`src/gat_conv_pkg.sv`:
```
package gat_conv_pkg;

  // Feature and weight sizes
  localparam int DATA_WIDTH      = 8;
  localparam int NUM_FEATURE_IN  = 16;
  localparam int NUM_FEATURE_OUT = 4;
  localparam int MAX_NODES       = 8;
  localparam int COL_IDX_WIDTH   = $clog2(NUM_FEATURE_IN);
  localparam int NUM_NODE_WIDTH  = $clog2(MAX_NODES);
  localparam int OUT_IDX_WIDTH   = $clog2(NUM_FEATURE_OUT);
  localparam int WH_DATA_WIDTH   = 20;

  // Weight address map, W first and then a
  localparam int W_SIZE          = NUM_FEATURE_IN * NUM_FEATURE_OUT;
  localparam int A_DEPTH         = 2 * NUM_FEATURE_OUT;
  localparam int A_IDX_WIDTH     = $clog2(A_DEPTH);
  localparam int WEIGHT_DEPTH    = W_SIZE + A_DEPTH;
  localparam int WEIGHT_ADDR_W   = $clog2(WEIGHT_DEPTH);

  // Product widths
  localparam int H_PROD_WIDTH    = 2 * DATA_WIDTH;
  localparam int A_PROD_WIDTH    = WH_DATA_WIDTH + DATA_WIDTH;

  // Attention
  localparam int COEF_WIDTH      = 32;
  localparam int LEAKY_SHIFT     = 3;

  // Coefficient FIFO
  localparam int COEF_DEPTH      = 16;
  localparam int FIFO_SLACK      = 6;
  localparam int FIFO_PTR_W      = $clog2(COEF_DEPTH);

  typedef struct packed {
    logic signed [DATA_WIDTH-1:0] value;
    logic [COL_IDX_WIDTH-1:0]     col;
    logic                         row_last;
    logic                         graph_last;
  } h_entry_t;

  typedef struct packed {
    logic [NUM_FEATURE_OUT-1:0][WH_DATA_WIDTH-1:0] feat;
    logic [NUM_NODE_WIDTH-1:0]                     node;
    logic                                          graph_last;
  } wh_row_t;

  typedef struct packed {
    logic signed [COEF_WIDTH-1:0] value;
    logic [NUM_NODE_WIDTH-1:0]    node;
    logic                         graph_last;
  } coef_t;

endpackage

```
`src/spmm.sv`:
```
`timescale 1ns/100ps

module spmm
  import gat_conv_pkg::*;
(
  input  logic                                       clk,
  input  logic                                       rst_n,
  input  logic                                       h_vld_i,
  input  h_entry_t                                   h_entry_i,
  output logic                                       h_rdy_o,
  input  logic                                       w_rdy_i,
  input  logic                                       almost_full_i,
  output logic [COL_IDX_WIDTH-1:0]                   col_o,
  input  logic [NUM_FEATURE_OUT-1:0][DATA_WIDTH-1:0] w_row_i,
  output logic                                       wh_vld_o,
  output wh_row_t                                    wh_row_o
);

  logic                                          accept;
  logic                                          row_done;
  logic [NUM_NODE_WIDTH-1:0]                     node_cnt;
  logic [NUM_FEATURE_OUT-1:0][H_PROD_WIDTH-1:0]  prod;
  logic [NUM_FEATURE_OUT-1:0][WH_DATA_WIDTH-1:0] acc;
  logic [NUM_FEATURE_OUT-1:0][WH_DATA_WIDTH-1:0] acc_next;

  // Stall input once weights are missing or the FIFO fills up
  assign h_rdy_o  = w_rdy_i && !almost_full_i;
  assign accept   = h_vld_i && h_rdy_o;
  assign row_done = accept && h_entry_i.row_last;
  assign col_o    = h_entry_i.col;

  always_comb begin
    for (int k = 0; k < NUM_FEATURE_OUT; k++) begin
      prod[k]     = $signed(h_entry_i.value) * $signed(w_row_i[k]);
      acc_next[k] = $signed(acc[k]) + $signed(prod[k]);
    end
  end

  always_ff @(posedge clk or negedge rst_n) begin
    if (!rst_n) begin
      acc      <= '0;
      node_cnt <= '0;
      wh_vld_o <= 1'b0;
    end else begin
      wh_vld_o <= row_done;
      if (row_done) begin
        acc <= '0;
        // Node index restarts with each subgraph
        if (h_entry_i.graph_last) begin
          node_cnt <= '0;
        end else begin
          node_cnt <= node_cnt + 1'b1;
        end
      end else if (accept) begin
        acc <= acc_next;
      end
    end
  end

  // Last entry of the row is folded in on the way out
  always_ff @(posedge clk) begin
    if (row_done) begin
      wh_row_o.feat       <= acc_next;
      wh_row_o.node       <= node_cnt;
      wh_row_o.graph_last <= h_entry_i.graph_last;
    end
  end

endmodule

```
`config.mk`:
```
export PLATFORM = sky130hd
export DESIGN_NAME = spmm
export DESIGN_NICKNAME = d
export VERILOG_FILES = /design/src/gat_conv_pkg.sv /design/src/spmm.sv
export SDC_FILE = /design/constraint.sdc
export NUM_CORES = 1
export LEC_CHECK = 0
export ABC_CLOCK_PERIOD_IN_PS = 7500
export BUFFER_PORTS_ARGS = -buffer_cell sky130_fd_sc_hd__buf_4
export CAP_MARGIN = 20
export CORE_UTILIZATION = 30
export DETAILED_ROUTE_END_ITERATION = 8
export PLACE_DENSITY = 0.51
export SETUP_SLACK_MARGIN = 0.15
export SLEW_MARGIN = 20
export SYNTH_ARGS = -nofsm -noshare
export SYNTH_HDL_FRONTEND = slang
export SYNTH_SLANG_ARGS = --single-unit
```
`constraint.sdc`:
```
create_clock -name clk -period 7.5 [get_ports clk]
set_input_delay 1.125 -clock clk [delete_from_list [all_inputs] [get_ports clk]]
set_output_delay 1.125 -clock clk [all_outputs]
set_load 0.01 [all_outputs]
```
[After elaboration in Yosys (flattened, before gate mapping)]
Index checks and enable logic that the tools add are counted.
Word-level totals
  ROM bits: 0
  register bits after elaboration: 168
  word-level logic and storage cells: 29
  output and inout bits: 90
  RAM bits: 0
  memories: 0
  input bits: 51
  bits in latches: 0
Operators by class
  divide/modulo/power cells: 0
  bitwise operators: 0
  magnitude comparators: 0
  shift operators: 0
  reductions and logical operators: 5
  equality and inequality tests: 0
  $add $sub $neg: 5
  muxes and demuxes: 3
  multiply operators: 4
Operator list (count)
  $mux W80: 2
  $add A20 B16 Y20: 4
  $mul A8 B8 Y16: 4
  $add A3 B1 Y3 const B: 1
  $logic_and A1 B1 Y1: 3
  $mux W3: 1
  $reduce_bool A2 Y1: 1
  $logic_not A1 Y1: 1

[Longest topological paths before layout]
  word-level depth: 5
  mapped depth: 20
  depth with buffers taken out: 19

[Worst setup path before layout]
No wires, ideal clock.
  kind: input port to flip-flop
  start point: input h_entry_i[13] (netlist bit)
  end point: register wh_row_o[83] (netlist bit) (data pin)
  slack: 1.237 ns
  stages: 16
  setup time: 0.264 ns
  arrival: 5.998 ns
  path buffers: 1
  data required time: 7.236 ns
  path through: clkbuf_1 and2_1 inv_1 fa_1 inv_1 fa_1 fa_1 fa_1 fa_1 ha_1 o21ai_1 o21a_1 or4b_4 nand3_1 nor3b_1 nor2_1
RTL lines
  start, declared: RTL line spmm.sv:9  | input h_entry_t h_entry_i,
  end, declared: RTL line spmm.sv:16  | output wh_row_t wh_row_o

==> run metrics <==
Setup TNS=0 ns; Initial Util=0.304; DRT met1 WL=22800 um; synth warn=0; Die X=261 um; RSZ-0062 raised after global routing=false; CTS tree=yes; met2 routed WL=23700 um; Root Buffer=clkbuf_16; cell row count=94; Initial DRC Count=701; worst slew pin tran=0.848 ns; MaxCap Viol Count=0; Post-synth EDFFs=84; Area growth, synth to finish=12.7%; deepest clock path buffer count=2; top cell type's share of synthesized area=0.351; Overall Global Routing Usage=0.158; initial antenna violation count=1; total grt overflow=0; Synth Instances=1866; status=finished, violations left; Num CTS Buffers=17; Avg Cell Area, Syn=10.8 um2; CP most frequent cell=fa_1; Pins Over Slew Limit=0; die extent in y=261 um; TritonRoute pass-1 iters=7; Seq/Total Area, Yosys=0.230; largest net degree at the start of global routing=60; share of flip-flops with an asynchronous set or reset=0.500; Vias/cell=4.70; min Tclk post-route=5.94 ns; flop and latch count out of synthesis=168; post-synthesis cell area=20100 um2; n_diodes=0; crit-path max cell delay=0.56 ns; highest metal used=met4; WL/cell=17.3 um; CP startpoint kind=input pin; Skew-Pair Late Insertion Delay=0.49 ns; die area=67900 um2; CP cell instances=buf_4 -> and2_1 -> buf_4 -> inv_1 -> fa_1 -> inv_1 -> fa_1 -> fa_1 -> fa_1 -> fa_1 -> ha_1 -> o21ai_0 -> o21a_1 -> o31ai_1 -> a31oi_1 -> xnor2_1 -> a22o_1; post-cts gate resize count=0; drt total wl=49300 um; fin nets=2565; WP data required=7.89 ns; Post-DP HPWL=38000 um; global-route wire length before repair=81200 um; hold depth=0; share of post-route cells with drive strength above 1=0.0995; Synth area leader=fa_1; area of placed instances=22000 um2; clock skew=0.0144 ns; worst setup path category=input pin to flip-flop; routed via count=13416; R2R depth=17; CP endpoint kind=flip-flop; final count of negative-setup-slack endpoints=0; failing checks=design-rule violations; ranking of synthesized cells by area=fa_1 35%, edfxtp_1 13%, ha_1 12%; distinct cell type count after synthesis=61; post-CTS setup buffers=0; number of global-route vias before repair=14511; crit path max-delay cell type=fa_1; total length of routed met3 wires=1930 um; CTS Sinks=168; routability-driven placement congestion ratio=0.798; post-layout instance area=22600 um2; Port Buffers=132; Arr. time, crit path=6.33 ns; Post-DRT Antenna Nets=0; HP Class=flip-flop to flip-flop; # IOs=141; # DRC=18; htree depth=4; Synth Net Count=2454; Fin. Hold Viols=0; Core Box Area=66000 um2; CTS Hold Bufs=0; Max-Slew Margin vs Limit=0.434; CP Max Fanout=25; Tcrit/Tclk final=0.793; fmax=0.168 GHz; Clock Pin Slew Worst Setup and Hold Paths=0.08 ns; number of fill cells=6627; Synth Flop Type=edfxtp_1
Yosys cell counts, types with 5 or more instances:
library cell / number
nor4_1: 5
o21bai_1: 13
o21ai_1: 11
nand2_1: 144
a211oi_1: 6
o21ai_0: 39
o31ai_1: 6
inv_1: 362
o21a_1: 10
a21oi_1: 42
buf_1: 5
xor2_1: 17
and2_1: 135
or3_1: 7
a22o_1: 35
nor3_1: 14
nor2_1: 74
nand3_1: 16
xnor2_1: 58
a31oi_1: 7
edfxtp_1: 84
clkbuf_1: 43
dfrtp_1: 84
fa_1: 352
and3_1: 7
a21o_1: 17
nand2b_1: 7
ha_1: 185
a31o_2: 16
logic make-up (layout without fill, tap and decap cells):
| group | Yosys count | count (layout) | synth area share |
|---|---|---|---|
| fa+ha+maj | 537 | 537 | 0.467 |
| simple gates | 426 | 426 | 0.105 |
| buf+inv | 418 | 542 | 0.0789 |
| compound gates | 237 | 237 | 0.0837 |
| flops | 168 | 168 | 0.230 |
| xor+xnor | 76 | 76 | 0.0339 |
| mux | 4 | 4 | 0.00200 |
placed cells by master, fill, tap and decap left out, drive strengths merged, types with 8 or more instances in the layout:
cell / instances
dfrtp: 84
clkbuf: 21
a21o: 17
ha: 185
buf: 144
a31o: 16
nor3: 14
o21a: 10
o21bai: 13
and2: 135
clkinv: 8
o21ai: 50
xor2: 17
a21oi: 42
nor2: 74
xnor2: 58
inv: 364
fa: 352
a22o: 35
edfxtp: 84
nand2: 144
nand3: 16
metal layers:
layer,global-route usage,vias up
li1,-,6139
met1,0.216,7012
met2,0.254,221
met3,0.0314,44
met4,0.0390,0
met5,0,-
final cells by class:
type | instances | area, um2 | area share
multi-input cells | 1280 | 13900 | 0.613
flip-flops and latches | 168 | 4620 | 0.205
inverters | 366 | 1380 | 0.0609
repair buffers | 144 | 1080 | 0.0478
well taps | 864 | 1080 | 0.0478
clock buffers | 21 | 450 | 0.0199
clock inverters | 11 | 125 | 0.00553
critical path, delay by kind of cell:
kind	cells	cell delay, ns
adders and majority gates	6	2.72
and+or+nand+nor	1	0.19
xor gates and xnor gates	1	0.20
buffers and inverters	4	0.71
AOI/OAI and AO/OA	5	1.36
path summary, 6_finish.rpt:
kind	start	end	slack [ns]
max	h_entry_i[13]	acc[39]	1.56
min	node_cnt[1]	wh_row_o[2]	0.49
max reg2reg	acc[44]	acc[58]	2.45
min reg2reg	node_cnt[1]	wh_row_o[2]	0.49
max in group asynchronous	rst_n	acc[16]	5.64
min in group asynchronous	rst_n	acc[45]	0.61
per-stage QoR:
step	hold WS, ns	util	worst slack [ns]	cells
after floorplan	0.450	-	1.24	1866
after global placement	0.470	0.334	1.09	2822
after detailed placement	0.476	0.334	1.07	2822
after CTS	0.486	0.343	1.63	2854
after global routing	0.497	0.343	1.33	2854
final	0.486	0.343	1.56	2854
registers in the layout, indices dropped and copies added, names as in the netlist:
| signal | cells |
|---|---|
| wh_row_o | 84 |
| acc | 80 |
| node_cnt | 3 |
| wh_vld_o | 1 |
Power is not shown: default switching activity piles up to over one toggle a cycle in this logic, so the estimate is an artifact.
