## src/gat_conv_pkg.sv

```systemverilog
package gat_conv_pkg;

  // Feature and weight sizes
  localparam int DATA_WIDTH      = 8;
  localparam int NUM_FEATURE_IN  = 16;
  localparam int NUM_FEATURE_OUT = 4;
  localparam int MAX_NODES       = 8;
  localparam int COL_IDX_WIDTH   = $clog2(NUM_FEATURE_IN);
  localparam int NUM_NODE_WIDTH  = $clog2(MAX_NODES);
  localparam int OUT_IDX_WIDTH   = $clog2(NUM_FEATURE_OUT);
  localparam int WH_DATA_WIDTH   = 20;

  // Weight address map, W first and then a
  localparam int W_SIZE          = NUM_FEATURE_IN * NUM_FEATURE_OUT;
  localparam int A_DEPTH         = 2 * NUM_FEATURE_OUT;
  localparam int A_IDX_WIDTH     = $clog2(A_DEPTH);
  localparam int WEIGHT_DEPTH    = W_SIZE + A_DEPTH;
  localparam int WEIGHT_ADDR_W   = $clog2(WEIGHT_DEPTH);

  // Product widths
  localparam int H_PROD_WIDTH    = 2 * DATA_WIDTH;
  localparam int A_PROD_WIDTH    = WH_DATA_WIDTH + DATA_WIDTH;

  // Attention
  localparam int COEF_WIDTH      = 32;
  localparam int LEAKY_SHIFT     = 3;

  // Coefficient FIFO
  localparam int COEF_DEPTH      = 16;
  localparam int FIFO_SLACK      = 6;
  localparam int FIFO_PTR_W      = $clog2(COEF_DEPTH);

  typedef struct packed {
    logic signed [DATA_WIDTH-1:0] value;
    logic [COL_IDX_WIDTH-1:0]     col;
    logic                         row_last;
    logic                         graph_last;
  } h_entry_t;

  typedef struct packed {
    logic [NUM_FEATURE_OUT-1:0][WH_DATA_WIDTH-1:0] feat;
    logic [NUM_NODE_WIDTH-1:0]                     node;
    logic                                          graph_last;
  } wh_row_t;

  typedef struct packed {
    logic signed [COEF_WIDTH-1:0] value;
    logic [NUM_NODE_WIDTH-1:0]    node;
    logic                         graph_last;
  } coef_t;

endpackage

```

## src/coef_fifo.sv

```systemverilog
`timescale 1ns/100ps

module coef_fifo
  import gat_conv_pkg::*;
(
  input  logic  clk,
  input  logic  rst_n,
  input  logic  push_i,
  input  coef_t coef_i,
  input  logic  rd_i,
  output coef_t coef_o,
  output logic  empty_o,
  output logic  almost_full_o
);

  coef_t                 mem [COEF_DEPTH];
  logic [FIFO_PTR_W-1:0] wr_ptr;
  logic [FIFO_PTR_W-1:0] rd_ptr;
  logic [FIFO_PTR_W:0]   count;
  logic                  wr_en;
  logic                  rd_en;

  assign wr_en         = push_i && (count != (FIFO_PTR_W + 1)'(COEF_DEPTH));
  assign rd_en         = rd_i && !empty_o;
  assign empty_o       = (count == '0);
  assign almost_full_o = count > (FIFO_PTR_W + 1)'(COEF_DEPTH - FIFO_SLACK);

  // Show-ahead head
  assign coef_o = mem[rd_ptr];

  always_ff @(posedge clk) begin
    if (wr_en) begin
      mem[wr_ptr] <= coef_i;
    end
  end

  always_ff @(posedge clk or negedge rst_n) begin
    if (!rst_n) begin
      wr_ptr <= '0;
      rd_ptr <= '0;
      count  <= '0;
    end else begin
      if (wr_en) begin
        wr_ptr <= wr_ptr + 1'b1;
      end
      if (rd_en) begin
        rd_ptr <= rd_ptr + 1'b1;
      end
      case ({wr_en, rd_en})
        2'b10:   count <= count + 1'b1;
        2'b01:   count <= count - 1'b1;
        default: count <= count;
      endcase
    end
  end

endmodule

```

## config.mk

```make
export PLATFORM = sky130hd
export DESIGN_NAME = coef_fifo
export DESIGN_NICKNAME = d
export VERILOG_FILES = /design/src/gat_conv_pkg.sv /design/src/coef_fifo.sv
export SDC_FILE = /design/constraint.sdc
export NUM_CORES = 1
export LEC_CHECK = 0
export ABC_CLOCK_PERIOD_IN_PS = 7100
export BUFFER_PORTS_ARGS = -buffer_cell sky130_fd_sc_hd__buf_4
export CAP_MARGIN = 10
export CORE_MARGIN = 10
export CORE_UTILIZATION = 35
export DETAILED_ROUTE_END_ITERATION = 8
export GPL_TIMING_DRIVEN = 0
export PLACE_DENSITY = 0.56
export SYNTH_ARGS = -nofsm -noshare
export SYNTH_HDL_FRONTEND = slang
export SYNTH_SLANG_ARGS = --single-unit
```

## constraint.sdc

```tcl
create_clock -name clk -period 7.1 [get_ports clk]
set_input_delay 2.13 -clock clk [delete_from_list [all_inputs] [get_ports clk]]
set_output_delay 2.13 -clock clk [all_outputs]
set_load 0.01 [all_outputs]
```

# Word-level counts from Yosys, hierarchy flattened
# Memory sizes are Yosys's and may differ from the RTL's.
# Index checks and enable logic that the tools add are counted.
# Widths: inputs -> output; s select.
# word_totals
ff_bits,13
output_inout_bits,38
in_bits,40
mem_count,1
word_cells,20
ramBits,576
# memory_table
name,depth,word_bits,rd,rd_ports_with_merged_regs,wr,line_no,rtl
mem,16,36,1,0,1,coef_fifo.sv:16,coef_t mem [COEF_DEPTH];
# op_classes
add_sub_neg,4
mux,3
n_eq_ne,3
magnitude_cmp,1
n_reduce_logical,5
# ops
operator,count
$pmux 5 s2,1
$add 4x1->4 const B,2
$add 5x1->5 const B,1
$gt 5x4->1 const B,1
$logic_not 5->1,1
$ne 5x5->1 const B,1
$sub 5x1->5 const B,1
$eq 2x1->1 const B,1
$eq 2x2->1 const B,1
$logic_and 1x1->1,2
$mux 1,2
$reduce_bool 2->1,1
$logic_not 1->1,1

# Depth between registers and ports, before layout
# logic_depth
depth_word,5
depth_mapped,10
depth_no_buf,9

# Least setup slack after synthesis
# Ideal clock, no wire load.
# synth_timing
path_type,input to register
startpoint,input port push_i
endpoint,memory mem[0][0] (netlist name) (enable)
path_buffers,1
t_arrival_ns,4.950
t_required_ns,6.626
setup_ns,0.474
setup_slack_ns,1.676
path_stages,4
path_cell_list,o21a_1 buf_6 nand2_1 nor3_1
# synth_between
elab_chain_len,3
# synth_lines
element,line_no,rtl
start: declaration,coef_fifo.sv:8,"input logic push_i,"
$logic_and 1x1->1,coef_fifo.sv:23,assign wr_en = push_i && (count != (FIFO_PTR_W + 1)'(COEF_DEPTH));
$mux 1,coef_fifo.sv:32,if (wr_en) begin
$mux 1 (implied by the code),coef_fifo.sv:33,mem[wr_ptr] <= coef_i;
end: declaration,coef_fifo.sv:16,
# Every way passes these cells.

==> summary.txt <==
STA
  • Endpoints failing setup: 0
  • Rel. slew slack: 0.322
  • Final Hold Vio Count: 0
  • RSZ-0062 raised after global routing: no
  • Final worst setup slack: 1910 ps
  • Worst Max-Slew Pin Slew: 1010 ps
  • Fin Hold WS: 551 ps
  • Max Freq: 193 MHz
  • Final slew viol count: 0
  • Final period utilization: 0.731
  • Setup Skew: 25.0 ps
  • Tmin final: 5190 ps

Synthesis
  • Sequential fraction of the synthesis area: 0.769
  • Synthesized area per cell: 20.4 um2
  • Synthesized net count: 1173
  • Cell Area, Synth: 22900 um2
  • Async SR Flop Fraction: 0.0221
  • Cells after Synth: 1123
  • Ys flop type: edfxtp_1
  • Synth warn: 0
  • Distinct cells, synth: 37
  • EDFF count, synth: 576
  • FF+latch count, synth: 589

Finish
  • Final nets: 1341
  • Number of fill cells: 5777
  • Commonest non-fill, non-tap cell in the layout: edfxtp_1
  • Post-layout util: 0.417
  • Synth-to-Final Area Change: 17.8%
  • Register Area: 17600 um2
  • Layout Cells excl Fill: 2190
  • Share of cells above drive strength 1: 0.244
  • Area of the multi-input gates: 5000 um2
  • Most frequent cells in the layout: 576 x edfxtp_1, 145 x mux2i_1, 93 x buf_4

Hold path
  • Hold crit path type: reg2reg
  • WHS Endpoint: count[3]
  • HP Start: count[3]
  • Hold Path Depth: 2

Floorplan
  • Ports: 78
  • Initial Utilization: 0.354
  • Die height: 276 um
  • Die Span X: 276 um
  • Core ar.: 64700 um2
  • # rows: 93
  • Die Area: 76100 um2

Worst setup path
  • Critical Path AT: 3060 ps
  • Worst endpoint required time: 4970 ps
  • R2R depth: 10
  • Crit-path max FO: 10
  • Setup CP Type: reg2out
  • Startpoint type of the worst setup path: flop
  • FF-to-FF End: count[4]
  • Crit end category: primary output
  • Worst r2r src: count[1]
  • CP startpoint: rd_ptr[1]
  • Worst R2R Setup Slack: 4270 ps

Clocking
  • Cts hold-fix bufs: 0
  • TritonCTS Buffers: 60
  • CTS Buffer Depth: 3
  • Clock slew at reported path FFs: 60 ps
  • Postcts setup bufs: 0
  • Max H-tree Level: 2
  • Clk root buf: clkbuf_16
  • CTS tree: built
  • Clock sink count: 589
  • Later-pin clock latency in the skew report: 620 ps
  • Number of cells upsized or downsized after cts: 0

Detailed routing
  • Via density: 5.17
  • Drt pass-1 iters: 5
  • Antenna-violating nets left: 0
  • DR WL/cell: 24.5 um
  • Post-route DRC: 0
  • DRT iter0 DRCs: 969
  • Via Count: 11300
  • Routed WL: 53700 um

Global route
  • Largest net degree at the start of global routing: 25
  • Gr usage total: 0.142
  • Vias in the first global route: 11900
  • First-pass GRT wire length: 79600 um
  • GRT overflow: 0
  • Initial antenna violation count: 3

Pwr
  • Power per cell area: 411 nW/um2
  • Pleak: 9.03 nW
  • Switching share of power: 0.325
  • Clock share of power: 0.271
  • Pint: 0.00748 W
  • Peak VDD IR: 224 uV
  • Logic gate share of total power: 0.342
  • Power Total: 0.0111 W
  • Sequential share of power: 0.387
  • P_sw: 0.00361 W

Placement
  • Dpl hpwl: 34700 um
  • IO Port Bufs: 77
  • RD Place Congestion: 0.728
  • Dpl cells: 2084
  • Pre-CTS setup slack: 2550 ps

Outcome
  • Outcome: finished clean

Flow run
  • Max Cap Viol: 0
==> stage by stage <==
step | instance area [um2] | TNS [ps]
floorplan | 22900 | 0
global placement | 24600 | -265390
detailed placement | 25100 | 0
CTS | 27000 | 0
global route | 27000 | 0
finish | 27000 | 0
==> power groups by stage <==
| stage | clock (W) | combinational (W) | sequential (W) |
|---|---|---|---|
| final | 0.00300 | 0.00380 | 0.00429 |
| after global routing | 0.00321 | 0.00412 | 0.00431 |
| after CTS | 0.00307 | 0.00390 | 0.00429 |
| after detailed placement | 0 | 0.00389 | 0.00436 |
| after global placement | 0 | 0.00373 | 0.00439 |
| after floorplan | 0 | 0.00232 | 0.00435 |
==> kinds of logic (layout without fill, tap and decap cells) <==
kind of cell,Yosys count,after routing,synth area share
and+or+nand+nor,71,71,0.0135
xor gates and xnor gates,10,10,0.00382
AOI/OAI and AO/OA,155,155,0.0552
adders and majority gates,10,10,0.00579
other,0,1,0
DFF,589,589,0.769
muxes,219,219,0.135
buffers and inverters,69,280,0.0176
==> layer usage <==
| metal | routed length (um) | vias up | track usage | part of all wire |
|---|---|---|---|---|
| li1 | - | 5023 | - | - |
| met1 | 24000 | 5989 | 0.191 | 0.45 |
| met2 | 26600 | 227 | 0.235 | 0.49 |
| met3 | 2270 | 76 | 0.0248 | 0.042 |
| met4 | 896 | 4 | 0.0362 | 0.017 |
| met5 | 25 | - | 0 | 0.00047 |
==> state kept, by name (all words and copies together), names as in the netlist <==
name / count
mem: 576
count: 5
rd_ptr: 4
wr_ptr: 4
==> worst max-delay path, stage by stage (launching register included) <==
cell	delay, ps
dfrtp_1	390
buf_2	310
clkbuf_1	760
mux4_2	420
a22oi_1	210
nand2_1	160
buf_4	180
==> synthesized netlist by cell type (7+ instances only) <==
master	count	area, um2
edfxtp_1	576	17300
mux2i_1	145	1450
mux4_2	72	1620
a221oi_1	54	473
nand2_1	44	165
a22oi_1	36	270
o21ai_0	30	150
clkbuf_1	24	90.1
a221oi_2	18	270
buf_4	14	105
nor2_1	14	52.6
dfrtp_1	13	325
o21ai_1	10	50.1
ha_1	9	113
buf_2	8	40.0
buf_6	8	90.1
xnor2_1	8	70.1
buf_1	7	26.3
==> how the worst max path moves through the flow <==
stage	cells past startpoint	end	slack [ps]
floorplan	4	mem[0][0]	1680
global placement	5	mem[2][18]	-1930
detailed placement	6	coef_o[24]	2550
CTS	6	coef_o[24]	1880
global route	6	coef_o[15]	1770
finish	6	coef_o[31]	1910
==> area by class of cell <==
type / instances / area share
sequential: 589 / 0.653
multi-input combinational: 465 / 0.185
clock buffer: 74 / 0.0583
tap: 855 / 0.0396
timing repair buffer: 106 / 0.0386
buffer: 63 / 0.0141
clock inverter: 31 / 0.0104
inverter: 6 / 0.000834
antenna: 1 / 0.0000927
Note: power is estimated with default switching activity, not from simulation.
