[config.mk]
export PLATFORM = sky130hd
export DESIGN_NAME = dmvm
export DESIGN_NICKNAME = d
export VERILOG_FILES = /design/src/gat_conv_pkg.sv /design/src/dmvm.sv
export SDC_FILE = /design/constraint.sdc
export NUM_CORES = 2
export LEC_CHECK = 0
export BUFFER_PORTS_ARGS = -buffer_cell sky130_fd_sc_hd__buf_2
export CORE_ASPECT_RATIO = 0.5
export CORE_MARGIN = 4
export CORE_UTILIZATION = 60
export CTS_CLUSTER_SIZE = 28
export DETAILED_ROUTE_END_ITERATION = 6
export HOLD_SLACK_MARGIN = 0.05
export PLACE_DENSITY_LB_ADDON = 0.08
export SETUP_SLACK_MARGIN = 0.15
export SYNTH_ARGS = -nofsm -noshare
export SYNTH_HDL_FRONTEND = slang
export SYNTH_SLANG_ARGS = --single-unit
[constraint.sdc]
create_clock -name clk -period 4.8 [get_ports clk]
set_clock_uncertainty 0.05 [all_clocks]
set_input_delay 0 -clock clk [delete_from_list [all_inputs] [get_ports clk]]
set_output_delay 0 -clock clk [all_outputs]
set_load 0.03 [all_outputs]
[src/gat_conv_pkg.sv]
package gat_conv_pkg;

  // Feature and weight sizes
  localparam int DATA_WIDTH      = 8;
  localparam int NUM_FEATURE_IN  = 16;
  localparam int NUM_FEATURE_OUT = 4;
  localparam int MAX_NODES       = 8;
  localparam int COL_IDX_WIDTH   = $clog2(NUM_FEATURE_IN);
  localparam int NUM_NODE_WIDTH  = $clog2(MAX_NODES);
  localparam int OUT_IDX_WIDTH   = $clog2(NUM_FEATURE_OUT);
  localparam int WH_DATA_WIDTH   = 20;

  // Weight address map, W first and then a
  localparam int W_SIZE          = NUM_FEATURE_IN * NUM_FEATURE_OUT;
  localparam int A_DEPTH         = 2 * NUM_FEATURE_OUT;
  localparam int A_IDX_WIDTH     = $clog2(A_DEPTH);
  localparam int WEIGHT_DEPTH    = W_SIZE + A_DEPTH;
  localparam int WEIGHT_ADDR_W   = $clog2(WEIGHT_DEPTH);

  // Product widths
  localparam int H_PROD_WIDTH    = 2 * DATA_WIDTH;
  localparam int A_PROD_WIDTH    = WH_DATA_WIDTH + DATA_WIDTH;

  // Attention
  localparam int COEF_WIDTH      = 32;
  localparam int LEAKY_SHIFT     = 3;

  // Coefficient FIFO
  localparam int COEF_DEPTH      = 16;
  localparam int FIFO_SLACK      = 6;
  localparam int FIFO_PTR_W      = $clog2(COEF_DEPTH);

  typedef struct packed {
    logic signed [DATA_WIDTH-1:0] value;
    logic [COL_IDX_WIDTH-1:0]     col;
    logic                         row_last;
    logic                         graph_last;
  } h_entry_t;

  typedef struct packed {
    logic [NUM_FEATURE_OUT-1:0][WH_DATA_WIDTH-1:0] feat;
    logic [NUM_NODE_WIDTH-1:0]                     node;
    logic                                          graph_last;
  } wh_row_t;

  typedef struct packed {
    logic signed [COEF_WIDTH-1:0] value;
    logic [NUM_NODE_WIDTH-1:0]    node;
    logic                         graph_last;
  } coef_t;

endpackage

[src/dmvm.sv]
`timescale 1ns/100ps

module dmvm
  import gat_conv_pkg::*;
(
  input  logic                               clk,
  input  logic                               rst_n,
  input  logic                               wh_vld_i,
  input  wh_row_t                            wh_row_i,
  input  logic [A_DEPTH-1:0][DATA_WIDTH-1:0] a_i,
  output logic                               push_o,
  output coef_t                              coef_o
);

  logic                           s1_vld;
  logic [NUM_NODE_WIDTH-1:0]      s1_node;
  logic                           s1_last;
  logic signed [A_PROD_WIDTH-1:0] prod_first [NUM_FEATURE_OUT];
  logic signed [A_PROD_WIDTH-1:0] prod_own [NUM_FEATURE_OUT];

  logic signed [COEF_WIDTH-1:0]   sum_first;
  logic signed [COEF_WIDTH-1:0]   sum_own;
  logic                           s2_vld;
  logic [NUM_NODE_WIDTH-1:0]      s2_node;
  logic                           s2_last;
  logic signed [COEF_WIDTH-1:0]   s2_sum_first;
  logic signed [COEF_WIDTH-1:0]   s2_sum_own;

  logic signed [COEF_WIDTH-1:0]   first_score;
  logic signed [COEF_WIDTH-1:0]   first_sel;
  logic signed [COEF_WIDTH-1:0]   score;
  logic signed [COEF_WIDTH-1:0]   leaky;

  // Stage 1, products with both halves of a
  always_ff @(posedge clk) begin
    if (wh_vld_i) begin
      for (int k = 0; k < NUM_FEATURE_OUT; k++) begin
        prod_first[k] <= $signed(wh_row_i.feat[k]) * $signed(a_i[k]);
        prod_own[k]   <= $signed(wh_row_i.feat[k]) * $signed(a_i[NUM_FEATURE_OUT + k]);
      end
      s1_node <= wh_row_i.node;
      s1_last <= wh_row_i.graph_last;
    end
  end

  always_comb begin
    sum_first = '0;
    sum_own   = '0;
    for (int k = 0; k < NUM_FEATURE_OUT; k++) begin
      sum_first = sum_first + prod_first[k];
      sum_own   = sum_own + prod_own[k];
    end
  end

  // Stage 2, dot sums
  always_ff @(posedge clk) begin
    if (s1_vld) begin
      s2_sum_first <= sum_first;
      s2_sum_own   <= sum_own;
      s2_node      <= s1_node;
      s2_last      <= s1_last;
    end
  end

  // Node 0 uses its own first-half score before it is stored
  assign first_sel = (s2_node == '0) ? s2_sum_first : first_score;
  assign score     = first_sel + s2_sum_own;
  assign leaky     = score[COEF_WIDTH-1] ? (score >>> LEAKY_SHIFT) : score;

  always_ff @(posedge clk or negedge rst_n) begin
    if (!rst_n) begin
      s1_vld      <= 1'b0;
      s2_vld      <= 1'b0;
      push_o      <= 1'b0;
      first_score <= '0;
    end else begin
      s1_vld <= wh_vld_i;
      s2_vld <= s1_vld;
      push_o <= s2_vld;
      if (s2_vld && (s2_node == '0)) begin
        first_score <= s2_sum_first;
      end
    end
  end

  // Stage 3, coefficient out to the FIFO
  always_ff @(posedge clk) begin
    if (s2_vld) begin
      coef_o.value      <= leaky;
      coef_o.node       <= s2_node;
      coef_o.graph_last <= s2_last;
    end
  end

endmodule

# --- Word-level counts from Yosys, hierarchy flattened ---
# Memory sizes are Yosys's and may differ from the RTL's.
# Index checks and enable logic that the tools add are counted.
classes:
  n_addsub: 7
  mul: 8
  div: 0
  magnitude_cmp: 0
  n_eq_ne: 0
  shift: 0
  mux: 4
  bitwise_logic: 0
  reduce_logical: 2
op_table:
  columns: ["cell", "n"]
  rows:
  - ["multiplier 20 x 8 -> 28 bit", 8]
  - ["2-to-1 mux 32 bit", 2]
  - ["adder 30 x 28 -> 31 bit", 2]
  - ["adder 29 x 28 -> 30 bit", 2]
  - ["adder 28 x 28 -> 29 bit", 2]
  - ["adder 32 bit", 1]
  - ["logical NOT 3 bit", 1]
  - ["2-to-1 mux 1 bit", 2]
  - ["logical AND 1 bit", 1]
totals:
  reg_bits: 143
  latchBits: 0
  mem_bits_rw: 224
  romBits: 0
  input_bits: 151
  out_inout_bits: 37
  elab_cells: 37
  memories: 2
mem_list:
  columns: ["name", "depth", "width", "rd", "rd_ports_with_merged_regs", "write_ports", "line_no", "rtl"]
  rows:
  - ["prod_first", 4, 28, 4, 0, 4, "dmvm.sv:18", "logic signed [A_PROD_WIDTH-1:0] prod_first [NUM_FEATURE_OUT];"]
  - ["prod_own", 4, 28, 4, 0, 4, "dmvm.sv:19", "logic signed [A_PROD_WIDTH-1:0] prod_own [NUM_FEATURE_OUT];"]

# --- Logic depth before layout (Yosys ltp) ---
logic_depth:
  depth_word: 4
  mapped_depth: 20
  depth_no_buf: 19

# --- Least setup slack after synthesis ---
# Ideal clock, no wire load.
synth_path:
  path_kind: "input to register"
  start: "input port a_i[23] (netlist bit)"
  end: "memory prod_first[2][27] (netlist bit), data pin"
  setup_ps: 270
  t_arrival_ps: 4789
  t_required_ps: 4480
  slack_ps: -309
  stages: 19
  n_path_buf: 1
  path_cell_list: "clkinv_1 > buf_1 > fa_1 > fa_1 > inv_1 > fa_1 > inv_1 > fa_1 > inv_1 > ha_1 > nand3_1 > o211ai_1 > o32ai_1 > o31ai_1 > a21oi_1 > o31ai_1 > a2111o_1 > a2111oi_0 > nor3b_1"
synth_rtl:
  columns: ["item", "line_no", "rtl"]
  rows:
  - ["from (decl)", "dmvm.sv:10", "input logic [A_DEPTH-1:0][DATA_WIDTH-1:0] a_i,"]
  - ["to (decl)", "dmvm.sv:18", null]

==> flow_metrics.tcl <==
set metrics [dict create \
    clock_latency_ns 0.58 \
    layout_common_cells "sky130_fd_sc_hd__inv_1, sky130_fd_sc_hd__fa_1, sky130_fd_sc_hd__and2_1" \
    synth_fp_nets 8309 \
    start_util_pct 60.5 \
    synth_async_sr_flop_share_pct 9.34 \
    row_count 84 \
    fmax_mhz 223 \
    grt_first_pass_wirelength_mm 268 \
    numPlacedInstances 8425 \
    dp.final_hpwl_mm 142 \
    grt_start_max_net_pins 130 \
    required_ns 5.08 \
    worst_hold_slack_ns 0.0505 \
    clk_transition_reported_paths_ns 0.07 \
    placement.io_buffers 187 \
    overflow_left_after_global_routing 0 \
    tritoncts "yes" \
    layout_commonest_cell "sky130_fd_sc_hd__inv_1" \
    wl_per_cell_um 19.5 \
    final_cell_count_no_fill 8516 \
    setup_tns_ns 0 \
    timing.hold.worst.class "input port to register" \
    outcome "finished clean" \
    synth_cell_types 77 \
    highest_fanout_seen_on_the_critical_path 5 \
    finalCoreUtilization_pct 67.9 \
    hold_violations 0 \
    drt_iter0_markers 3080 \
    ioPinCount 188 \
    grt_use_total_pct 30.9 \
    die-width_um 469 \
    synth_mux_area_share_pct 1.65 \
    worst_pin_slew_ns 1.11 \
    die_height_um 238 \
    yosys.area_share.adder_pct 45.7 \
    setup_viol 0 \
    worstPathArrival_ns 4.76 \
    fp.coreArea_um2 105000 \
    clockRootBuffer "sky130_fd_sc_hd__clkbuf_16" \
    design.final.nets 8858 \
    ys_seq_elements 364 \
    synthToLayoutAreaGrowth_pct 12.2 \
    post_synthesis_instance_area_um2 63700 \
    synthXorXnorAreaFrac_pct 3.84 \
    crit_path_end_kind "register" \
    drc 0 \
    grt_pass1_vias 49900 \
    global_placement_routability_congestion 0.965 \
    synthesis.area_per_instance_um2 9.78 \
    detail-route-antenna-nets 0 \
    share_of_post_route_cells_with_drive_strength_above_1_pct 13.0 \
    crit_path_start_kind "register" \
    first_pass_iters 6 \
    drv_slew 0 \
    yosys.area_share.simple_pct 15.6 \
    grt_setup_unrepaired "true" \
    criticalPathCategory "register to register" \
    grt_antenna_before_repair 8 \
    ys_seq_area_share_pct 16.9 \
    detailroute.via_count 46600 \
    synth_compound_area_share_pct 6.51 \
    cts_htree_levels 2 \
    synth-edff-count 330 \
    combinational_family_with_the_most_area_after_synthesis "adder cells" \
    max_cap_viol 0 \
    tritoncts.num_buffers 37 \
    dieArea_um2 112000 \
    slew_headroom_pct 25.9 \
    timing.final.crit_period_ns 4.48 \
    cts.path.max_buffers 3 \
    post-route-period-util_pct 93.4 \
    detail_route.wirelength_mm 166 \
    cts_num_sinks 364 \
    ys.flop_type "sky130_fd_sc_hd__edfxtp_1" \
    synthesis.yosys.warnings 0 \
    synthCells 6512 \
    layout.filler_cells 8422 \
    viasPerCell 5.47 \
]
## cells by family after synthesis
group | after synthesis
AO/OA/AOI/OAI | 633
buffers and inverters | 1670
flip-flops | 364
XOR/XNOR | 279
adder cells (fa/ha/maj) | 1646
AND/OR/NAND/NOR | 1825
multiplexers | 95
## final timing paths
path,startpoint,end,slack (ns),cells after the start
hold reg to reg,s2_last,coef_o[0],0.38,0
max in group asynchronous,rst_n,s1_vld,3.95,2
min in group asynchronous,rst_n,first_score[26],0.09,2
hold / removal,wh_row_i[24],prod_own[1][0],0.05,3
setup reg to reg,prod_own[1][1],s2_sum_own[27],0.32,13
setup / recovery,prod_own[1][1],s2_sum_own[27],0.32,13
## layer usage
layer	vias up	share of wire [%]	GRT usage, %
met5	-	0	0
met4	0	1.8	5.85
met3	210	9.2	5.95
met2	1468	46	49.7
met1	23800	43	44.3
li1	21200	-	-
## per-stage QoR
step                instance area (um^2)  worst slack, ns
global placement                   69800           -0.338
floorplan                          63800            0.137
finish                             71400            0.319
global route                       71400           0.0674
detailed placement                 69800           -0.300
CTS                                71300            0.190
## cells in the mapped netlist (29+ instances only)
master                        n  area share, %
sky130_fd_sc_hd__a21o_1      98            1.2
sky130_fd_sc_hd__dfrtp_1     34            1.3
sky130_fd_sc_hd__nor2_1     281            1.7
sky130_fd_sc_hd__fa_1      1131             36
sky130_fd_sc_hd__mux2_2      81            1.4
sky130_fd_sc_hd__clkbuf_1   211            1.2
sky130_fd_sc_hd__o21ai_0    110           0.86
sky130_fd_sc_hd__xnor2_1    223            3.1
sky130_fd_sc_hd__xor2_1      56           0.77
sky130_fd_sc_hd__nor3_1      61           0.48
sky130_fd_sc_hd__and2_1     964            9.5
sky130_fd_sc_hd__edfxtp_1   330             16
sky130_fd_sc_hd__nor2b_1     41           0.40
sky130_fd_sc_hd__inv_1     1434            8.5
sky130_fd_sc_hd__nand2_1    273            1.6
sky130_fd_sc_hd__nand3_1     56           0.44
sky130_fd_sc_hd__nand2b_1    54           0.53
sky130_fd_sc_hd__and3_1      29           0.28
sky130_fd_sc_hd__a21oi_1    186            1.5
sky130_fd_sc_hd__ha_1       515             10
sky130_fd_sc_hd__o21a_1      38           0.45
## area by class of cell
class / count / area [um^2] / share of cell area (%)
multi-input cells: 4478 / 46900 / 65.6
flip-flops and latches: 364 / 10800 / 15.1
inverters: 1444 / 5420 / 7.59
repair buffers: 736 / 5240 / 7.34
well taps: 1419 / 1780 / 2.48
clock buffers: 52 / 1090 / 1.53
clock inverters: 16 / 245 / 0.343
diodes: 7 / 17.5 / 0.0245
## worst max-delay path, stage by stage, from the launching register on
cell and delay [ns]:
sky130_fd_sc_hd__edfxtp_1 0.57, sky130_fd_sc_hd__fa_1 0.58, sky130_fd_sc_hd__fa_1 0.43, sky130_fd_sc_hd__ha_1 0.22
sky130_fd_sc_hd__inv_1 0.09, sky130_fd_sc_hd__fa_1 0.21, sky130_fd_sc_hd__nor2b_1 0.06, sky130_fd_sc_hd__o21ai_0 0.21
sky130_fd_sc_hd__a21boi_0 0.17, sky130_fd_sc_hd__o41ai_2 0.39, sky130_fd_sc_hd__nand2_1 0.23, sky130_fd_sc_hd__a311oi_2 0.48
sky130_fd_sc_hd__o41ai_4 0.15, sky130_fd_sc_hd__o311ai_0 0.43
## registers in the layout (all words and copies together), names as in the netlist, 3 cells and up
| register | cells |
|---|---|
| s2_sum_first | 31 |
| s1_node | 3 |
| coef_o | 36 |
| first_score | 31 |
| s2_node | 3 |
| s2_sum_own | 31 |
| prod_own | 112 |
| prod_first | 112 |
## what timing repair did
item / 4_1_cts / 5_1_grt
endpoints found under the setup margin: 3 / 38
pin swaps: 0 / 10
hold buffers: 15 / 0
buffers inserted: 0 / 1
resized for setup: 2 / 34
endpoints found under the hold margin: 61 / 0
Power is not shown: default switching activity piles up to over one toggle a cycle in this logic, so the estimate is an artifact.
