File: src/gat_conv_pkg.sv
package gat_conv_pkg;

  // Feature and weight sizes
  localparam int DATA_WIDTH      = 8;
  localparam int NUM_FEATURE_IN  = 16;
  localparam int NUM_FEATURE_OUT = 4;
  localparam int MAX_NODES       = 8;
  localparam int COL_IDX_WIDTH   = $clog2(NUM_FEATURE_IN);
  localparam int NUM_NODE_WIDTH  = $clog2(MAX_NODES);
  localparam int OUT_IDX_WIDTH   = $clog2(NUM_FEATURE_OUT);
  localparam int WH_DATA_WIDTH   = 20;

  // Weight address map, W first and then a
  localparam int W_SIZE          = NUM_FEATURE_IN * NUM_FEATURE_OUT;
  localparam int A_DEPTH         = 2 * NUM_FEATURE_OUT;
  localparam int A_IDX_WIDTH     = $clog2(A_DEPTH);
  localparam int WEIGHT_DEPTH    = W_SIZE + A_DEPTH;
  localparam int WEIGHT_ADDR_W   = $clog2(WEIGHT_DEPTH);

  // Product widths
  localparam int H_PROD_WIDTH    = 2 * DATA_WIDTH;
  localparam int A_PROD_WIDTH    = WH_DATA_WIDTH + DATA_WIDTH;

  // Attention
  localparam int COEF_WIDTH      = 32;
  localparam int LEAKY_SHIFT     = 3;

  // Coefficient FIFO
  localparam int COEF_DEPTH      = 16;
  localparam int FIFO_SLACK      = 6;
  localparam int FIFO_PTR_W      = $clog2(COEF_DEPTH);

  typedef struct packed {
    logic signed [DATA_WIDTH-1:0] value;
    logic [COL_IDX_WIDTH-1:0]     col;
    logic                         row_last;
    logic                         graph_last;
  } h_entry_t;

  typedef struct packed {
    logic [NUM_FEATURE_OUT-1:0][WH_DATA_WIDTH-1:0] feat;
    logic [NUM_NODE_WIDTH-1:0]                     node;
    logic                                          graph_last;
  } wh_row_t;

  typedef struct packed {
    logic signed [COEF_WIDTH-1:0] value;
    logic [NUM_NODE_WIDTH-1:0]    node;
    logic                         graph_last;
  } coef_t;

endpackage

File: src/weight_store.sv
`timescale 1ns/100ps

module weight_store
  import gat_conv_pkg::*;
(
  input  logic                                       clk,
  input  logic                                       rst_n,
  input  logic                                       wgt_wr_i,
  input  logic [WEIGHT_ADDR_W-1:0]                   wgt_addr_i,
  input  logic [DATA_WIDTH-1:0]                      wgt_data_i,
  input  logic                                       wgt_load_done_i,
  input  logic [COL_IDX_WIDTH-1:0]                   col_i,
  output logic [NUM_FEATURE_OUT-1:0][DATA_WIDTH-1:0] w_row_o,
  output logic [A_DEPTH-1:0][DATA_WIDTH-1:0]         a_o,
  output logic                                       w_rdy_o
);

  logic [NUM_FEATURE_OUT-1:0][DATA_WIDTH-1:0] w_mem [NUM_FEATURE_IN];
  logic [A_DEPTH-1:0][DATA_WIDTH-1:0]         a_reg;
  logic                                       w_region;
  logic                                       a_region;
  logic [COL_IDX_WIDTH-1:0]                   w_row_sel;
  logic [OUT_IDX_WIDTH-1:0]                   w_feat_sel;
  logic [WEIGHT_ADDR_W-1:0]                   a_offset;

  // Address decode
  assign w_region   = wgt_addr_i < WEIGHT_ADDR_W'(W_SIZE);
  assign a_region   = !w_region && (wgt_addr_i < WEIGHT_ADDR_W'(WEIGHT_DEPTH));
  assign w_row_sel  = wgt_addr_i[OUT_IDX_WIDTH +: COL_IDX_WIDTH];
  assign w_feat_sel = wgt_addr_i[OUT_IDX_WIDTH-1:0];
  assign a_offset   = wgt_addr_i - WEIGHT_ADDR_W'(W_SIZE);

  always_ff @(posedge clk) begin
    if (wgt_wr_i && w_region) begin
      w_mem[w_row_sel][w_feat_sel] <= wgt_data_i;
    end
    if (wgt_wr_i && a_region) begin
      a_reg[a_offset[A_IDX_WIDTH-1:0]] <= wgt_data_i;
    end
  end

  always_ff @(posedge clk or negedge rst_n) begin
    if (!rst_n) begin
      w_rdy_o <= 1'b0;
    end else begin
      w_rdy_o <= wgt_load_done_i;
    end
  end

  // W row for the column of the current H entry
  assign w_row_o = w_mem[col_i];
  assign a_o     = a_reg;

endmodule

File: config.mk
export PLATFORM = sky130hd
export DESIGN_NAME = weight_store
export DESIGN_NICKNAME = d
export VERILOG_FILES = /design/src/gat_conv_pkg.sv /design/src/weight_store.sv
export SDC_FILE = /design/constraint.sdc
export NUM_CORES = 1
export LEC_CHECK = 0
export ABC_AREA = 1
export BUFFER_PORTS_ARGS = -buffer_cell sky130_fd_sc_hd__buf_4
export CAP_MARGIN = 20
export CORE_AREA = 5 5 238 414
export CTS_CLUSTER_DIAMETER = 200
export DETAILED_ROUTE_END_ITERATION = 10
export DIE_AREA = 0 0 243 419
export PLACE_DENSITY = 0.54
export SKIP_CTS_REPAIR_TIMING = 1
export SLEW_MARGIN = 20
export SYNTH_ARGS = -nofsm -noshare
export SYNTH_HDL_FRONTEND = slang
export SYNTH_SLANG_ARGS = --single-unit
export TNS_END_PERCENT = 1
File: constraint.sdc
create_clock -name clk -period 1.3 [get_ports clk]
set_input_delay 0.26 -clock clk [delete_from_list [all_inputs] [get_ports clk]]
set_output_delay 0.26 -clock clk [all_outputs]
set_load 0.03 [all_outputs]
* Yosys cells after proc, flatten, opt, wreduce, memory -nomap -nowiden
Memories as Yosys holds them, arrays and structs flattened.
Cells that the tools add are included.
** Word-level totals
- Logic and storage cells :: 30
- Bits of input ports :: 23
- Memory bits (writable) :: 512
- Memories kept :: 1
- Register bits :: 65
** Memories
- w_mem :: words 16, bits a word 32, read ports 1, clocked after memory_dff 0, write ports 1, line weight_store.sv:18 : logic [NUM_FEATURE_OUT-1:0][DATA_WIDTH-1:0] w_mem [NUM_FEATURE_IN];
** Cells by class
- Magnitude comparators :: 6
- Add/sub/neg operators :: 1
- Reduce and logical (&&, ||, !) cells :: 6
- Mux-type cells :: 7
** Operators by type and width (number)
- bitwise mux 64 bit :: 1
- two-way mux 32 bit :: 1
- demux 8 bit (select 3 bit) :: 1
- demux 8 bit (select 2 bit) :: 1
- two-way mux 8 bit :: 2
- < comparator 7 bit, second input constant :: 2
- logical AND 1 bit :: 5
- < comparator 3 x 4 -> 1 bit, second input constant :: 1
- >= comparator 3 x 1 -> 1 bit, second input constant :: 1
- < comparator 2 x 3 -> 1 bit, second input constant :: 1
- subtractor 3 x 1 -> 3 bit, second input constant :: 1
- >= comparator 2 x 1 -> 1 bit, second input constant :: 1
- logical NOT 1 bit :: 1
- two-way mux 1 bit :: 1

* Depth between registers and ports, before layout
Gate-level depths: netlist of run 1.
- Depth in word-level cells :: 6
- Depth in mapped cells :: 10
- Mapped depth without buffers :: 7

* Worst setup path after synthesis of run 1
OpenSTA, ideal clock, no wires.
- Path kind :: in2reg
- Start point :: input wgt_addr_i[3]
- End point :: register a_reg (netlist bit a_o[16]), enable pin
- Path slack :: -0.355 ns
- Buffers on the path :: 0
- Stages on the path :: 5
- Required time :: 0.917 ns
- Data arrival time :: 1.272 ns
- Path through :: inv_1 nand3_1 nor3_1 nand2_1 nor3_1
** On the way
- Word-level cells in the longest chain between the ends :: 4
- Elaborated cells between the ends (all ways) :: 5
- Classes of those cells :: order compare: 2; reduce/logical: 3
** Ends and longest elaborated chain
- start, declared :: line weight_store.sv:9 : input logic [WEIGHT_ADDR_W-1:0] wgt_addr_i,
- < comparator 7 bit :: line weight_store.sv:27 : assign w_region = wgt_addr_i < WEIGHT_ADDR_W'(W_SIZE);
- logical NOT 1 bit :: line weight_store.sv:28 : assign a_region = !w_region && (wgt_addr_i < WEIGHT_ADDR_W'(WEIGHT_DEPTH));
- logical AND 1 bit (*) :: line weight_store.sv:28
- logical AND 1 bit (*) :: line weight_store.sv:37 : if (wgt_wr_i && a_region) begin
- end signal, assigned by index :: line weight_store.sv:38 : a_reg[a_offset[A_IDX_WIDTH-1:0]] <= wgt_data_i;
- end, declared :: line weight_store.sv:19 : logic [A_DEPTH-1:0][DATA_WIDTH-1:0] a_reg;
Every way passes the cells marked *; elsewhere a longest branch is shown, timed or not.
A chain may end at the register's enable or synchronous reset.

==> results of run 1 <==
[report_power, final]
| group | total, mW | internal [mW] | switching (mW) |
|---|---|---|---|
| Clock | 15.0 | 8.20 | 6.83 |
| Combinational | 3.42 | 1.20 | 2.22 |
| Sequential | 20.5 | 20.5 | 0.0179 |
[cell usage in the layout (no fill, tap or decap), types with 44 or more instances in the layout]
cell,count
buf_12,111
buf_4,119
buf_6,93
clkbuf_16,49
edfxtp_1,576
inv_1,382
nand2_1,650
nand3_1,241
nand3_2,140
nor2_4,44
[sequential cells by signal (all words and copies together) (netlist names)]
| register | count |
|---|---|
| w_rdy_o | 1 |
| w_mem | 512 |
| a_o | 64 |
[cells by family after synthesis]
kind of cell / after synthesis / synth area share [%]
simple gates: 1162 / 19.90
flops: 577 / 70.97
buf+inv: 506 / 9.125
[metal layers]
metal  vias up  GRT usage [%]
li1       7825              -
met1      7888          13.73
met2       338          25.97
met3       129          1.403
met4         0          5.427
met5         -              0
[final cells by class]
type,instances,area share [%]
timing repair buffer,327,12.96
clock inverter,33,1.133
multi-input combinational,1162,19.35
inverter,397,4.672
clock buffer,54,3.835
antenna,1,0.007709
tap,1216,4.687
sequential,577,53.36
[final timing paths]
path / endpoint / slack, ps / depth (start not counted)
max in group asynchronous: w_rdy_o / 670 / 3
max: w_row_o[21] / -590 / 7
min in group asynchronous: w_rdy_o / 530 / 3
min: w_mem[14][22] / 50 / 1
[metrics by stage]
| step | util (%) | worst slack, ps |
|---|---|---|
| 4_1_cts | 32.95 | -779.0 |
| 3_3_place_gp | 31.25 | -559.0 |
| 2_1_floorplan | - | -88.54 |
| 6_report | 34.18 | -586.9 |
| 5_1_grt | 34.18 | -638.4 |
| 3_5_place_dp | 31.25 | -536.7 |
==> flow_summary.json, run 1 <==
{
  "drv_slew": 0,
  "dieWidth_um": 243,
  "ys_warn_count": 0,
  "synth_common_cells": "nand2_1, edfxtp_1, inv_1",
  "htreeDepth": 2,
  "clock-sinks": 577,
  "vdd_drop_max_uv": 1188,
  "port_buffers": 119,
  "grt-ovfl-total": 0,
  "finalPower_mw": 38.97,
  "drtPass1Iterations": 5,
  "cts_made_buffers": 47,
  "ys_ff_latch": 577,
  "design_area_sq_um": 32460,
  "hold_path_class": "in2reg",
  "grt_first_pass_wirelength_um": 101200,
  "initial_core_util_pct": 25.70,
  "grt_max_degree": 73,
  "antenna_left": 0,
  "path_delay_family": "simple AND/OR/NAND/NOR gates",
  "rsz0062_at_grt": "yes",
  "synth.most_common_cell": "nand2_1",
  "topRoutingLayerUsed": "met4",
  "cp_num_buf_inv": 2,
  "grt_antenna_before_repair": 1,
  "period_share_pct": 145.1,
  "synth_edf_count": 576,
  "worst_setup_path_end_kind": "primary output",
  "crit_top_cell": "nand3_2",
  "rows": 150,
  "status": "finished, violations left",
  "drive_above_1_share_pct": 26.71,
  "wl_met3_um": 2149,
  "finalSetupViolCount": 97,
  "route.detailed.drc": 0,
  "crit_start": "w_mem[14][21]",
  "hold_violations": 0,
  "slowest_delay_ps": 400,
  "multi_input_area_sq_um": 6280,
  "area_growth_pct": 33.01,
  "place_inst": 3676,
  "syn-cell-area_sq_um": 24410,
  "critPathRequiredTime_ps": 1040,
  "synth_top_area_share_pct": 70.87,
  "wl_per_cell_um": 18.20,
  "crit_arrival_ps": 1630,
  "holdCritStartpoint": "wgt_data_i[6]",
  "grt_pass1_vias": 16570,
  "routed_via_density": 4.295,
  "syn_nets": 2268,
  "core_area_sq_um": 94970,
  "drtIter0Drc": 884,
  "cp_max_fo": 1,
  "root_buffer": "clkbuf_16",
  "cp_slowest_cell": "edfxtp_1",
  "violations": "setup timing",
  "cp_cell_sequence": "inv_1 > nand2_1 > nand3_1 > nand3_2 > nand3_2 > nand2_4 > buf_6",
  "gp_congestion": 0.8332,
  "max_freq_mhz": 530.0,
  "synthArstFlopShare_pct": 0.1733,
  "ys.flop_type": "edfxtp_1",
  "yosysUniqueCellTypes": 16,
  "m1WireLength_um": 25010,
  "vias": 16180,
  "hpwl_um": 45860,
  "fill_cells": 9354,
  "dieArea_sq_um": 101800,
  "critPathKind": "reg2out",
  "die_h_um": 419,
  "ys_seq_area_share_pct": 70.97,
  "track_usage_pct": 13.03,
  "relSlewSlack_pct": 40.43,
  "final-seq-area_sq_um": 17320,
  "fin_ws_ps": -586.9,
  "syn_area_per_cell_sq_um": 10.87,
  "setup.worst_path.start_class": "register",
  "p_leak_nw": 13.07,
  "hold_ws_ps": 47.36,
  "max_cap_viol_count": 0,
  "io_pins": 120,
  "drt_wl_total_um": 68570,
  "clkSlewWorstSetupHoldPaths_ps": 80,
  "final_nets": 2535,
  "dr_wl_met2_um": 38680,
  "postSynthCellCount": 2245,
  "dpl-instance-area_sq_um": 29680,
  "tightestPinTransition_ps": 893.6,
  "cts_tree": "yes",
  "fin_cells": 3767,
  "synthTopCellsByArea": "edfxtp_1, nand2_1, nand3_1",
  "ctsLongestPathBuffers": 3,
  "yosys.area.top_type": "edfxtp_1",
  "min_period_ps": 1887,
  "power_density_nw_per_um2": 1201,
  "fin_setup_tns_ps": -21780
}
Power figures use the tool's default switching activity.
==> inputs of run 2 (changes only) <==
--- a/config.mk
+++ b/config.mk
@@ -12,7 +12,7 @@
 export CTS_CLUSTER_DIAMETER = 200
 export DETAILED_ROUTE_END_ITERATION = 10
 export DIE_AREA = 0 0 243 419
-export PLACE_DENSITY = 0.54
+export PLACE_DENSITY = 0.52
 export SKIP_CTS_REPAIR_TIMING = 1
 export SLEW_MARGIN = 20
 export SYNTH_ARGS = -nofsm -noshare
==> constraint.sdc (replaced) <==
create_clock -name clk -period 2.02 [get_ports clk]
set_input_delay 0.404 -clock clk [delete_from_list [all_inputs] [get_ports clk]]
set_output_delay 0.404 -clock clk [all_outputs]
set_load 0.03 [all_outputs]
==> run 2 against run 1 <==
  * The run still ends with setup timing left
  * Hold slack improved by 78 ps
  * Combinational power shrank 35%
  * Sequential power is 36% lower
  * Via count up 0.43%
  * Die area unchanged
  * Routed wire length rose by 4.5%
  * First-iteration DRC count is 10% higher
  * Count of clock-buffer cells in the layout fell by 2
  * Clock power fell by 38%
  * Worst setup slack better by 540 ps
  * Largest cell class unchanged
==> flow_summary.json, run 2 (synthesized netlist as in run 1, its figures left out) <==
{
  "crit_arrival_ps": 1670,
  "cp_cell_sequence": "inv_1 > nand2_1 > nand3_1 > nand3_2 > nand3_1 > nand2_1 > buf_6",
  "rsz0062_at_grt": "yes",
  "routed_via_density": 4.315,
  "cts_made_buffers": 48,
  "clkSlewWorstSetupHoldPaths_ps": 70,
  "drtPass1Iterations": 5,
  "min_period_ps": 2070,
  "die_h_um": 419,
  "design_area_sq_um": 30760,
  "drt_wl_total_um": 71650,
  "gp_congestion": 0.8287,
  "area_growth_pct": 26.05,
  "htreeDepth": 2,
  "grt_pass1_vias": 15950,
  "hold_violations": 0,
  "tightestPinTransition_ps": 865.7,
  "drv_slew": 0,
  "setup.worst_path.start_class": "register",
  "rows": 150,
  "drive_above_1_share_pct": 20.82,
  "io_pins": 120,
  "grt_antenna_before_repair": 1,
  "violations": "setup timing",
  "pre_cts_ws_ps": -142.8,
  "grt_first_pass_wirelength_um": 101500,
  "power_density_nw_per_um2": 804.8,
  "use_met2_pct": 24.61,
  "vdd_drop_max_uv": 686.6,
  "vias": 16250,
  "dieWidth_um": 243,
  "grt_max_degree": 73,
  "cp_max_fo": 1,
  "dieArea_sq_um": 101800,
  "max_cap_viol_count": 0,
  "p_leak_nw": 12.76,
  "relSlewSlack_pct": 42.29,
  "period_share_pct": 102.5,
  "route.detailed.drc": 0,
  "top_register": "w_mem",
  "grt-ovfl-total": 0,
  "fill_cells": 9605,
  "slowest_delay_ps": 370,
  "worst_setup_path_end_kind": "primary output",
  "largest_reg_flops": 512,
  "drtIter0Drc": 972,
  "hpwl_um": 45430,
  "busiest_layer": "met2",
  "use_met1_pct": 14.79,
  "grtUsageMet3_pct": 1.556,
  "max_freq_mhz": 483.1,
  "critPathRequiredTime_ps": 1620,
  "status": "finished, violations left",
  "fin_util_pct": 32.39,
  "core_area_sq_um": 94970,
  "hold_path_class": "in2async",
  "diodes": 0,
  "cp_slowest_cell": "edfxtp_1",
  "finalSetupViolCount": 12,
  "critPathKind": "reg2out",
  "antenna_left": 0,
  "root_buffer": "clkbuf_16",
  "cts_tree": "yes",
  "wl_per_cell_um": 19.03,
  "port_buffers": 119,
  "layout_commonest_cell": "nand2_1",
  "final_nets": 2538,
  "dpl-instance-area_sq_um": 28020,
  "ctsLongestPathBuffers": 3,
  "crit_start": "w_mem[11][17]",
  "final_cell_mix": "nand2_1, edfxtp_1, inv_1",
  "track_usage_pct": 13.09,
  "fin_ws_ps": -49.81,
  "clock-sinks": 577,
  "initial_core_util_pct": 25.70
}
[run 2: cell count changes in the layout (fill, tap and decap cells not counted), moves of 47 or more]
cell | before | now
buf_12 | 111 | 33
buf_4 | 119 | 239
buf_6 | 93 | 36
nand3_1 | 241 | 288
nand3_2 | 140 | 92
nor2_1 | 5 | 73
[run 2: how the worst max path moves through the flow]
stage,to,slack (ps),cells past startpoint
floorplan,a_o[16],220,5
global placement,w_row_o[21],-130,10
detailed placement,w_row_o[21],-140,10
CTS,w_row_o[13],-220,7
global route,w_row_o[16],-90,11
finish,w_row_o[17],-50,7
[run 2: cell type report]
class | count | area [sq um] | share of cell area (%)
flip-flops and latches | 577 | 17320 | 56.31
multi-input cells | 1162 | 5538 | 18.00
repair buffers | 329 | 3351 | 10.89
well taps | 1216 | 1521 | 4.946
inverters | 397 | 1511 | 4.913
clock buffers | 52 | 1237 | 4.022
clock inverters | 33 | 282.8 | 0.9192
[run 2: layer usage]
metal  share of wire, %  up-vias
met3                3.8      124
li1                   -     7831
met2                 54      408
met4                4.3        2
met1                 38     7884
met5              0.015        -
[run 2: report_power, final]
group          leakage (nW)  internal [mW]  switching, mW
registers              5.19           13.2         0.0102
logic                  6.84          0.777           1.43
clock network         0.736           4.96           4.38
[run 2: worst max-delay path: cells and delay by family (launching register included)]
kind	cells	cell delay [ps]
AND/OR/NAND/NOR	5	490
flip-flops	1	370
buffers and inverters	2	210
[run 2: metrics by stage]
step / hold slack [ps] / instances / total power [mW] / TNS [ps]
6_report: 124.9 / 3766 / 24.76 / -217.3
5_1_grt: 112.4 / 3766 / 25.58 / -1978
4_1_cts: -447.4 / 3750 / 24.71 / -4839
3_5_place_dp: 179.7 / 3665 / 15.40 / -3001
3_3_place_gp: 179.8 / 3665 / 15.40 / -3022
2_1_floorplan: 108.4 / 2245 / 14.41 / 0
